## src/lq_dir_defs.svh

```systemverilog
`ifndef LQ_DIR_DEFS_SVH
`define LQ_DIR_DEFS_SVH

// Directory geometry
`define LQ_DIR_WAYS       8
`define LQ_DIR_TAG_W      12
`define LQ_DIR_CCLASS_W   4

// One parity bit covers a group of tag bits, the last group padded with zeros
`define LQ_DIR_PAR_GRP    8
`define LQ_DIR_PAR_W      ((`LQ_DIR_TAG_W + `LQ_DIR_PAR_GRP - 1) / `LQ_DIR_PAR_GRP)

// Config register selects
`define LQ_DIR_CFG_DCDIS  2'd0
`define LQ_DIR_CFG_INJ_LD 2'd1
`define LQ_DIR_CFG_INJ_ST 2'd2

`endif

```

## src/lq_dir_pkg.sv

```systemverilog
`default_nettype none

`include "lq_dir_defs.svh"

package lq_dir_pkg;

   typedef logic [`LQ_DIR_TAG_W-1:0] lq_dir_tag_t;
   typedef logic [`LQ_DIR_PAR_W-1:0] lq_dir_par_t;
   // Way a sits at bit 0
   typedef logic [`LQ_DIR_WAYS-1:0]  lq_dir_way_vec_t;

   typedef struct packed {
      logic [`LQ_DIR_CCLASS_W-1:0] cclass;
      lq_dir_tag_t                 tag;
   } lq_dir_addr_t;

   typedef struct packed {
      logic         valid;
      lq_dir_addr_t addr;
   } lq_dir_ld_req_t;

   typedef struct packed {
      logic            valid;
      lq_dir_addr_t    addr;
      lq_dir_way_vec_t way_upd;
   } lq_dir_st_req_t;

   typedef struct packed {
      lq_dir_way_vec_t             way;
      logic [`LQ_DIR_CCLASS_W-1:0] cclass;
      lq_dir_tag_t                 tag;
   } lq_dir_wr_t;

   // Raw parity errors here are not yet qualified by any lookup
   typedef struct packed {
      lq_dir_tag_t [`LQ_DIR_WAYS-1:0] tag;
      lq_dir_par_t [`LQ_DIR_WAYS-1:0] par;
      lq_dir_way_vec_t                perr;
   } lq_dir_rd_t;

   typedef struct packed {
      logic            valid;
      lq_dir_way_vec_t cmp;
      lq_dir_way_vec_t perr;
   } lq_dir_port_rsp_t;

   typedef struct packed {
      logic dcdis;
      logic inj_ld;
      logic inj_st;
   } lq_dir_cfg_t;

   typedef struct packed {
      logic       req;
      logic [1:0] sel;
      logic       data;
   } lq_dir_cfg_wr_t;

endpackage

`default_nettype wire

```

## src/lq_dir_cfg.sv

```systemverilog
`timescale 1ns/10ps
`default_nettype none

`include "lq_dir_defs.svh"

module lq_dir_cfg (
   input  wire logic                       nclk,
   input  wire logic                       rst_n,
   input  wire lq_dir_pkg::lq_dir_cfg_wr_t cfg_wr,
   output logic                            cfg_ack,
   output lq_dir_pkg::lq_dir_cfg_t         cfg
);
   import lq_dir_pkg::*;

   lq_dir_cfg_t cfg_nxt;
   logic        wr_start;

   // The selected bit is written once, while req is up and ack has not answered yet
   assign wr_start = cfg_wr.req & ~cfg_ack;

   always_comb begin
      cfg_nxt = cfg;
      if (wr_start) begin
         case (cfg_wr.sel)
            `LQ_DIR_CFG_DCDIS: cfg_nxt.dcdis = cfg_wr.data;
            `LQ_DIR_CFG_INJ_LD: cfg_nxt.inj_ld = cfg_wr.data;
            `LQ_DIR_CFG_INJ_ST: cfg_nxt.inj_st = cfg_wr.data;
            default: cfg_nxt = cfg;
         endcase
      end
   end

   // Ack follows req one edge later in both directions
   always_ff @(posedge nclk) begin
      if (!rst_n) begin
         cfg     <= '0;
         cfg_ack <= 1'b0;
      end else begin
         cfg     <= cfg_nxt;
         cfg_ack <= cfg_wr.req;
      end
   end

endmodule

`default_nettype wire

```

## src/lq_dir_tag_arr.sv

```systemverilog
`timescale 1ns/10ps
`default_nettype none

`include "lq_dir_defs.svh"

module lq_dir_tag_arr (
   input  wire logic                        nclk,
   input  wire logic                        rst_n,
   input  wire lq_dir_pkg::lq_dir_wr_t      wr,
   input  wire logic [`LQ_DIR_CCLASS_W-1:0] rd0_cclass,
   input  wire logic [`LQ_DIR_CCLASS_W-1:0] rd1_cclass,
   input  wire logic                        inj_p0,
   input  wire logic                        inj_p1,
   output lq_dir_pkg::lq_dir_rd_t           rd0,
   output lq_dir_pkg::lq_dir_rd_t           rd1
);
   import lq_dir_pkg::*;

   localparam int SETS  = 1 << `LQ_DIR_CCLASS_W;
   localparam int PORTS = 2;

   lq_dir_tag_t                 tag_mem [SETS][`LQ_DIR_WAYS];
   lq_dir_par_t                 par_mem [SETS][`LQ_DIR_WAYS];
   lq_dir_par_t                 wr_par;

   logic [`LQ_DIR_CCLASS_W-1:0] rd_cclass [PORTS];
   logic                        rd_inj [PORTS];
   lq_dir_tag_t                 rd_tag_q [PORTS][`LQ_DIR_WAYS];
   lq_dir_par_t                 rd_par_q [PORTS][`LQ_DIR_WAYS];
   lq_dir_rd_t                  rd_out [PORTS];

   // XOR of each group of tag bits
   function automatic lq_dir_par_t par_gen(input lq_dir_tag_t tag);
      logic [`LQ_DIR_PAR_W*`LQ_DIR_PAR_GRP-1:0] padded;
      lq_dir_par_t                              par;
      padded = '0;
      padded[`LQ_DIR_TAG_W-1:0] = tag;
      for (int g = 0; g < `LQ_DIR_PAR_W; g++) begin
         par[g] = ^padded[g*`LQ_DIR_PAR_GRP +: `LQ_DIR_PAR_GRP];
      end
      return par;
   endfunction

   assign wr_par = par_gen(wr.tag);

   assign rd_cclass[0] = rd0_cclass;
   assign rd_cclass[1] = rd1_cclass;
   assign rd_inj[0]    = inj_p0;
   assign rd_inj[1]    = inj_p1;

   // Tag 0 has parity 0, so a cleared entry is consistent
   always_ff @(posedge nclk) begin
      if (!rst_n) begin
         for (int s = 0; s < SETS; s++) begin
            for (int w = 0; w < `LQ_DIR_WAYS; w++) begin
               tag_mem[s][w] <= '0;
               par_mem[s][w] <= '0;
            end
         end
      end else begin
         for (int w = 0; w < `LQ_DIR_WAYS; w++) begin
            if (wr.way[w]) begin
               tag_mem[wr.cclass][w] <= wr.tag;
               par_mem[wr.cclass][w] <= wr_par;
            end
         end
      end
   end

   // Read data is captured on the edge, so a write on the same edge is not seen
   always_ff @(posedge nclk) begin
      for (int p = 0; p < PORTS; p++) begin
         for (int w = 0; w < `LQ_DIR_WAYS; w++) begin
            rd_tag_q[p][w] <= tag_mem[rd_cclass[p]][w];
            rd_par_q[p][w] <= par_mem[rd_cclass[p]][w];
         end
      end
   end

   always_comb begin
      lq_dir_par_t par_eff;
      for (int p = 0; p < PORTS; p++) begin
         for (int w = 0; w < `LQ_DIR_WAYS; w++) begin
            // Injection flips parity bit 0 on every way of the port
            par_eff = rd_par_q[p][w] ^ lq_dir_par_t'(rd_inj[p]);
            rd_out[p].tag[w]  = rd_tag_q[p][w];
            rd_out[p].par[w]  = par_eff;
            rd_out[p].perr[w] = (par_eff != par_gen(rd_tag_q[p][w]));
         end
      end
   end

   assign rd0 = rd_out[0];
   assign rd1 = rd_out[1];

endmodule

`default_nettype wire

```

## src/lq_dir_port_chk.sv

```systemverilog
`timescale 1ns/10ps
`default_nettype none

`include "lq_dir_defs.svh"

module lq_dir_port_chk (
   input  wire logic                    nclk,
   input  wire logic                    rst_n,
   input  wire logic                    lookup_val,
   input  wire lq_dir_pkg::lq_dir_tag_t lookup_tag,
   input  wire lq_dir_pkg::lq_dir_rd_t  rd,
   input  wire logic                    dcdis,
   output lq_dir_pkg::lq_dir_port_rsp_t rsp
);
   import lq_dir_pkg::*;

   logic        val_q;
   logic        chk_en_q;
   lq_dir_tag_t tag_q;

   // Staged alongside the array read so both land in the same cycle
   always_ff @(posedge nclk) begin
      if (!rst_n) begin
         val_q    <= 1'b0;
         chk_en_q <= 1'b0;
      end else begin
         val_q    <= lookup_val;
         chk_en_q <= lookup_val & ~dcdis;
      end
   end

   always_ff @(posedge nclk) begin
      tag_q <= lookup_tag;
   end

   always_comb begin
      rsp.valid = val_q;
      for (int w = 0; w < `LQ_DIR_WAYS; w++) begin
         rsp.cmp[w] = (rd.tag[w] == tag_q);
      end
      // Errors count only for a real lookup with the cache enabled
      rsp.perr = rd.perr & {`LQ_DIR_WAYS{chk_en_q}};
   end

endmodule

`default_nettype wire

```

## src/lq_dir_stq_pipe.sv

```systemverilog
`timescale 1ns/10ps
`default_nettype none

`include "lq_dir_defs.svh"

module lq_dir_stq_pipe (
   input  wire logic                       nclk,
   input  wire logic                       rst_n,
   input  wire lq_dir_pkg::lq_dir_st_req_t st_req,
   output logic [`LQ_DIR_CCLASS_W-1:0]     stq2_cclass,
   output lq_dir_pkg::lq_dir_st_req_t      stq2,
   output lq_dir_pkg::lq_dir_wr_t          wr
);
   import lq_dir_pkg::*;

   lq_dir_st_req_t stq3;

   // Advances every cycle, only the valid bits are cleared by reset
   always_ff @(posedge nclk) begin
      stq2 <= st_req;
      stq3 <= stq2;
      if (!rst_n) begin
         stq2.valid <= 1'b0;
         stq3.valid <= 1'b0;
      end
   end

   assign stq2_cclass = stq2.addr.cclass;

   // The array takes this write on the edge that moves the store into stq4,
   // which is the edge after its stq3 compare was read
   always_comb begin
      wr.way    = stq3.valid ? stq3.way_upd : '0;
      wr.cclass = stq3.addr.cclass;
      wr.tag    = stq3.addr.tag;
   end

endmodule

`default_nettype wire

```

## src/lq_dir_tag.sv

```systemverilog
`timescale 1ns/10ps
`default_nettype none

`include "lq_dir_defs.svh"

module lq_dir_tag (
   input  wire logic                       nclk,
   input  wire logic                       rst_n,
   input  wire lq_dir_pkg::lq_dir_cfg_wr_t cfg_wr,
   output logic                            cfg_ack,
   input  wire lq_dir_pkg::lq_dir_ld_req_t ld_req,
   output lq_dir_pkg::lq_dir_port_rsp_t    ld_rsp,
   output lq_dir_pkg::lq_dir_rd_t          ld_rd,
   input  wire lq_dir_pkg::lq_dir_st_req_t st_req,
   output lq_dir_pkg::lq_dir_port_rsp_t    st_rsp
);
   import lq_dir_pkg::*;

   lq_dir_cfg_t                 cfg;
   lq_dir_wr_t                  wr;
   lq_dir_st_req_t              stq2;
   logic [`LQ_DIR_CCLASS_W-1:0] stq2_cclass;
   lq_dir_rd_t                  st_rd;

   lq_dir_cfg cfg0 (
      .nclk    (nclk),
      .rst_n   (rst_n),
      .cfg_wr  (cfg_wr),
      .cfg_ack (cfg_ack),
      .cfg     (cfg)
   );

   // Port 0 serves loads, port 1 serves the store pipe at stq2
   lq_dir_tag_arr arr0 (
      .nclk       (nclk),
      .rst_n      (rst_n),
      .wr         (wr),
      .rd0_cclass (ld_req.addr.cclass),
      .rd1_cclass (stq2_cclass),
      .inj_p0     (cfg.inj_ld),
      .inj_p1     (cfg.inj_st),
      .rd0        (ld_rd),
      .rd1        (st_rd)
   );

   lq_dir_stq_pipe stq_pipe0 (
      .nclk        (nclk),
      .rst_n       (rst_n),
      .st_req      (st_req),
      .stq2_cclass (stq2_cclass),
      .stq2        (stq2),
      .wr          (wr)
   );

   lq_dir_port_chk ld_chk (
      .nclk       (nclk),
      .rst_n      (rst_n),
      .lookup_val (ld_req.valid),
      .lookup_tag (ld_req.addr.tag),
      .rd         (ld_rd),
      .dcdis      (cfg.dcdis),
      .rsp        (ld_rsp)
   );

   lq_dir_port_chk st_chk (
      .nclk       (nclk),
      .rst_n      (rst_n),
      .lookup_val (stq2.valid),
      .lookup_tag (stq2.addr.tag),
      .rd         (st_rd),
      .dcdis      (cfg.dcdis),
      .rsp        (st_rsp)
   );

endmodule

`default_nettype wire

```

## config.mk

```make
export PLATFORM = sky130hd
export DESIGN_NAME = lq_dir_tag
export DESIGN_NICKNAME = d
export VERILOG_FILES = /design/src/lq_dir_pkg.sv /design/src/lq_dir_cfg.sv /design/src/lq_dir_tag_arr.sv /design/src/lq_dir_port_chk.sv /design/src/lq_dir_stq_pipe.sv /design/src/lq_dir_tag.sv
export VERILOG_INCLUDE_DIRS = /design/src
export SDC_FILE = /design/constraint.sdc
export NUM_CORES = 2
export LEC_CHECK = 0
export ABC_AREA = 1
export BUFFER_PORTS_ARGS = -buffer_cell sky130_fd_sc_hd__clkbuf_2
export CAP_MARGIN = 20
export CORE_UTILIZATION = 40
export DETAILED_ROUTE_END_ITERATION = 12
export HOLD_SLACK_MARGIN = 0.08
export PLACE_DENSITY_LB_ADDON = 0.1
export SLEW_MARGIN = 20
export SYNTH_ARGS = -nofsm -noshare
export SYNTH_HDL_FRONTEND = slang
export SYNTH_HIERARCHICAL = 1
export SYNTH_SLANG_ARGS = --single-unit
export TNS_END_PERCENT = 50
```

## constraint.sdc

```tcl
create_clock -name nclk -period 2.1 [get_ports nclk]
set_input_delay 0.21 -clock nclk [delete_from_list [all_inputs] [get_ports nclk]]
set_output_delay 0.21 -clock nclk [all_outputs]
set_load 0.01 [all_outputs]
```

==> metrics.md <==
| Metric | Value |
|---|---|
| Flop pwr share | 44.8% |
| Worst-Skew Late Latency | 980 ps |
| Wirelength, routed | 441000 µm |
| Fill count | 25769 |
| Die width | 528 µm |
| Clock root buffer | clkbuf_16 |
| CTS Sinks | 2098 |
| Die ar. | 0.279 mm² |
| Seq. cell area | 0.0602 mm² |
| Syn-to-layout area delta | 18.4% |
| GP Congestion | 0.922 |
| Gr usage total | 30.7% |
| Syn Nets | 12884 |
| Hold slack | 132 ps |
| Routed wire per std cell | 26.0 µm |
| Vias per inst | 5.72 |
| Failing checks | negative setup slack |
| Startpoint types | flip-flop |
| Final setup fails | 49 |
| Post-Syn Area | 0.111 mm² |
| Clock transition at path regs | 60 ps |
| TritonCTS buffer count | 242 |
| Nets@finish | 13113 |
| Post-DP HPWL | 306000 µm |
| Max frequency | 0.377 GHz |
| Sw Share | 28.8% |
| Via Count | 96987 |
| Leakage | 0.0536 µW |
| Share of cells above drive strength 1 | 13.5% |
| Pwr dens | 825 mW/mm² |
| 1st-iter DRT viols | 11750 |
| RSZ-0062 raised after global routing | yes |
| Setup ws final | -549 ps |
| Top cell family by delay on the critical path | simple AND/OR/NAND/NOR gates |
| Crit. End Element | primary output |
| Worst EP required | 1890 ps |
| Clk pwr share | 39.9% |
| Tcrit/Tclk final | 126% |
| Final Skew | 103 ps |
| Number of cell rows | 192 |
| Initial core utilization | 40.3% |
| Global-route wire length before repair | 629000 µm |
| Status | finished, violations left |
| Core area | 0.274 mm² |
| Largest net degree at the start of global routing | 89 |
| WP data arrival | 2440 ps |
| Total net switching power | 31100 µW |
| Hold Fails Final Rpt | 0 |
| CTS H-tree depth | 4 |
| Area of the multi-input gates | 0.0414 mm² |
| Critical path's slowest cell | dfxtp_4 |
| Hold Path Class | primary input to flip-flop |
| Remaining antenna violation count | 0 |
| Least-Margin Pin Slew | 684 ps |
| Synthesis warning total | 6 |
| Initial antenna violation count | 17 |
| Final instance area | 0.131 mm² |
| Crit path max fanout | 3 |
| Vias in the first global route | 90302 |
| Max_cap viols | 0 |
| # IOs | 203 |
| Slew HR | 54.4% |
| DRC viols | 0 |
| DR pass1 iterations | 8 |
| Height of the chip | 528 µm |
| GR Overflow Total | 0 |
| Internal power | 76900 µW |
| Input/output buffers | 202 |
| Crit-path cells | buf_12, buf_12, xor2_4, nand3_2, nand2_2, nand2_2, nand2_4, nand2_4, nand2_1, inv_1, clkbuf_2 |
| DP Area | 0.120 mm² |
| Pre-CTS setup slack | -68.3 ps |
| CTS tree | yes |
| Slowest stage delay, CP | 380 ps |
| Worst Path Buf+Inv | 4 |
| Longest Clk Path Bufs | 4 |
| Peak VDD IR | 0.000693 V |
| Syn Area/Cell | 8.62 µm² |
| Tmin final | 2650 ps |
| CP Class | flip-flop to primary output |
| Cells after synthesis | 12836 |
| Power share of the combinational group | 15.3% |
| Slew Limit Fails | 0 |
worst reg2reg max path: cells and delay by family, from the launching register on:
kind | cells | cell delay, ps
buffers and inverters | 3 | 740
flip-flops | 1 | 510
AND/OR/NAND/NOR | 3 | 510
AO/OA/AOI/OAI | 2 | 210
layout make-up:
type / instances / area share [%]
Tap cell: 3686 / 3.52
Antenna cell: 8 / 0.0153
Timing Repair Buffer: 1139 / 9.28
Multi-Input combinational cell: 8438 / 31.6
Sequential cell: 2098 / 46.0
Clock inverter: 102 / 0.715
Clock buffer: 351 / 5.34
Inverter: 1146 / 3.48
sequential cells by signal, indices dropped and copies added, names as in the netlist:
signal                 cells
arr0/par_mem             256
stq_pipe0/wr              16
stq_pipe0/stq3             9
stq_pipe0/stq2_cclass      4
arr0/rd_tag_q            192
stq_pipe0/stq2            21
arr0/rd_par_q             32
cfg0/cfg_ack               1
st_chk/chk_en_q            1
arr0/tag_mem            1536
ld_chk/tag_q              12
ld_chk/val_q               1
ld_chk/chk_en_q            1
st_chk/val_q               1
st_chk/tag_q              12
cfg0/cfg                   3
placed cells by master, fill, tap and decap left out, drive strengths merged:
| master | instances |
|---|---|
| a21oi | 899 |
| clkinvlp | 4 |
| xor2 | 53 |
| dlygate4sd3 | 91 |
| diode | 8 |
| nor2 | 1865 |
| nand4 | 16 |
| xnor2 | 197 |
| or2 | 15 |
| clkbuf | 520 |
| buf | 879 |
| nand2 | 2190 |
| o211ai | 896 |
| bufinv | 13 |
| dfxtp | 306 |
| inv | 1154 |
| clkinv | 77 |
| o21ai | 896 |
| edfxtp | 1792 |
| nand3 | 1409 |
| nand3b | 2 |
worst paths after layout:
kind                       startpoint                    to  slack (ps)  depth (start not counted)
min reg2reg         stq_pipe0/stq2[0]     stq_pipe0/stq3[0]         320                          0
max                       cfg0/cfg[1]             ld_rsp[4]        -550                         11
min                         st_req[1]     stq_pipe0/stq2[1]         130                          2
max reg2reg  stq_pipe0/stq2_cclass[0]  arr0/rd_tag_q[1][49]           0                          8
per-stage QoR:
| stage | cells | total power (µW) | utilization, % | setup TNS (ps) |
|---|---|---|---|---|
| 6_report | 16968 | 108000 | 47.7 | -19220 |
| 5_1_grt | 16963 | 111000 | 47.7 | -22810 |
| 2_1_floorplan | 12836 | 57000 | - | 0 |
| 4_1_cts | 16934 | 108000 | 47.3 | -20410 |
| 3_5_place_dp | 16376 | 64400 | 43.7 | -97.5 |
| 3_3_place_gp | 16376 | 64300 | 43.7 | -161 |
layer usage:
metal	part of all wire, %	GRT usage, %	wire length [µm]	vias to the layer above
met3	9.0	4.95	39800	844
met5	0	0	0	-
met1	41	42.0	182000	47371
met2	45	47.9	197000	4754
li1	-	-	-	44018
met4	5.0	13.7	22100	0
repair_timing:
item | 4_1_cts | 5_1_grt
endpoints found under the hold margin | 187 | 0
gates resized for setup | 254 | 241
setup buffers | 18 | 26
gates cloned | 0 | 0
endpoints found under the setup margin | 54 | 63
hold buffers | 91 | 0
pin swaps | 52 | 85
power groups by stage:
stage                     logic, µW  registers [µW]  clock network [µW]
after detailed placement      15300           49100                   0
after floorplan                8710           48300                   0
after CTS                     15900           48300               43400
final                         16500           48400               43100
after global placement        15200           49100                   0
after global routing          17600           48400               44900
Power figures use the tool's default switching activity.
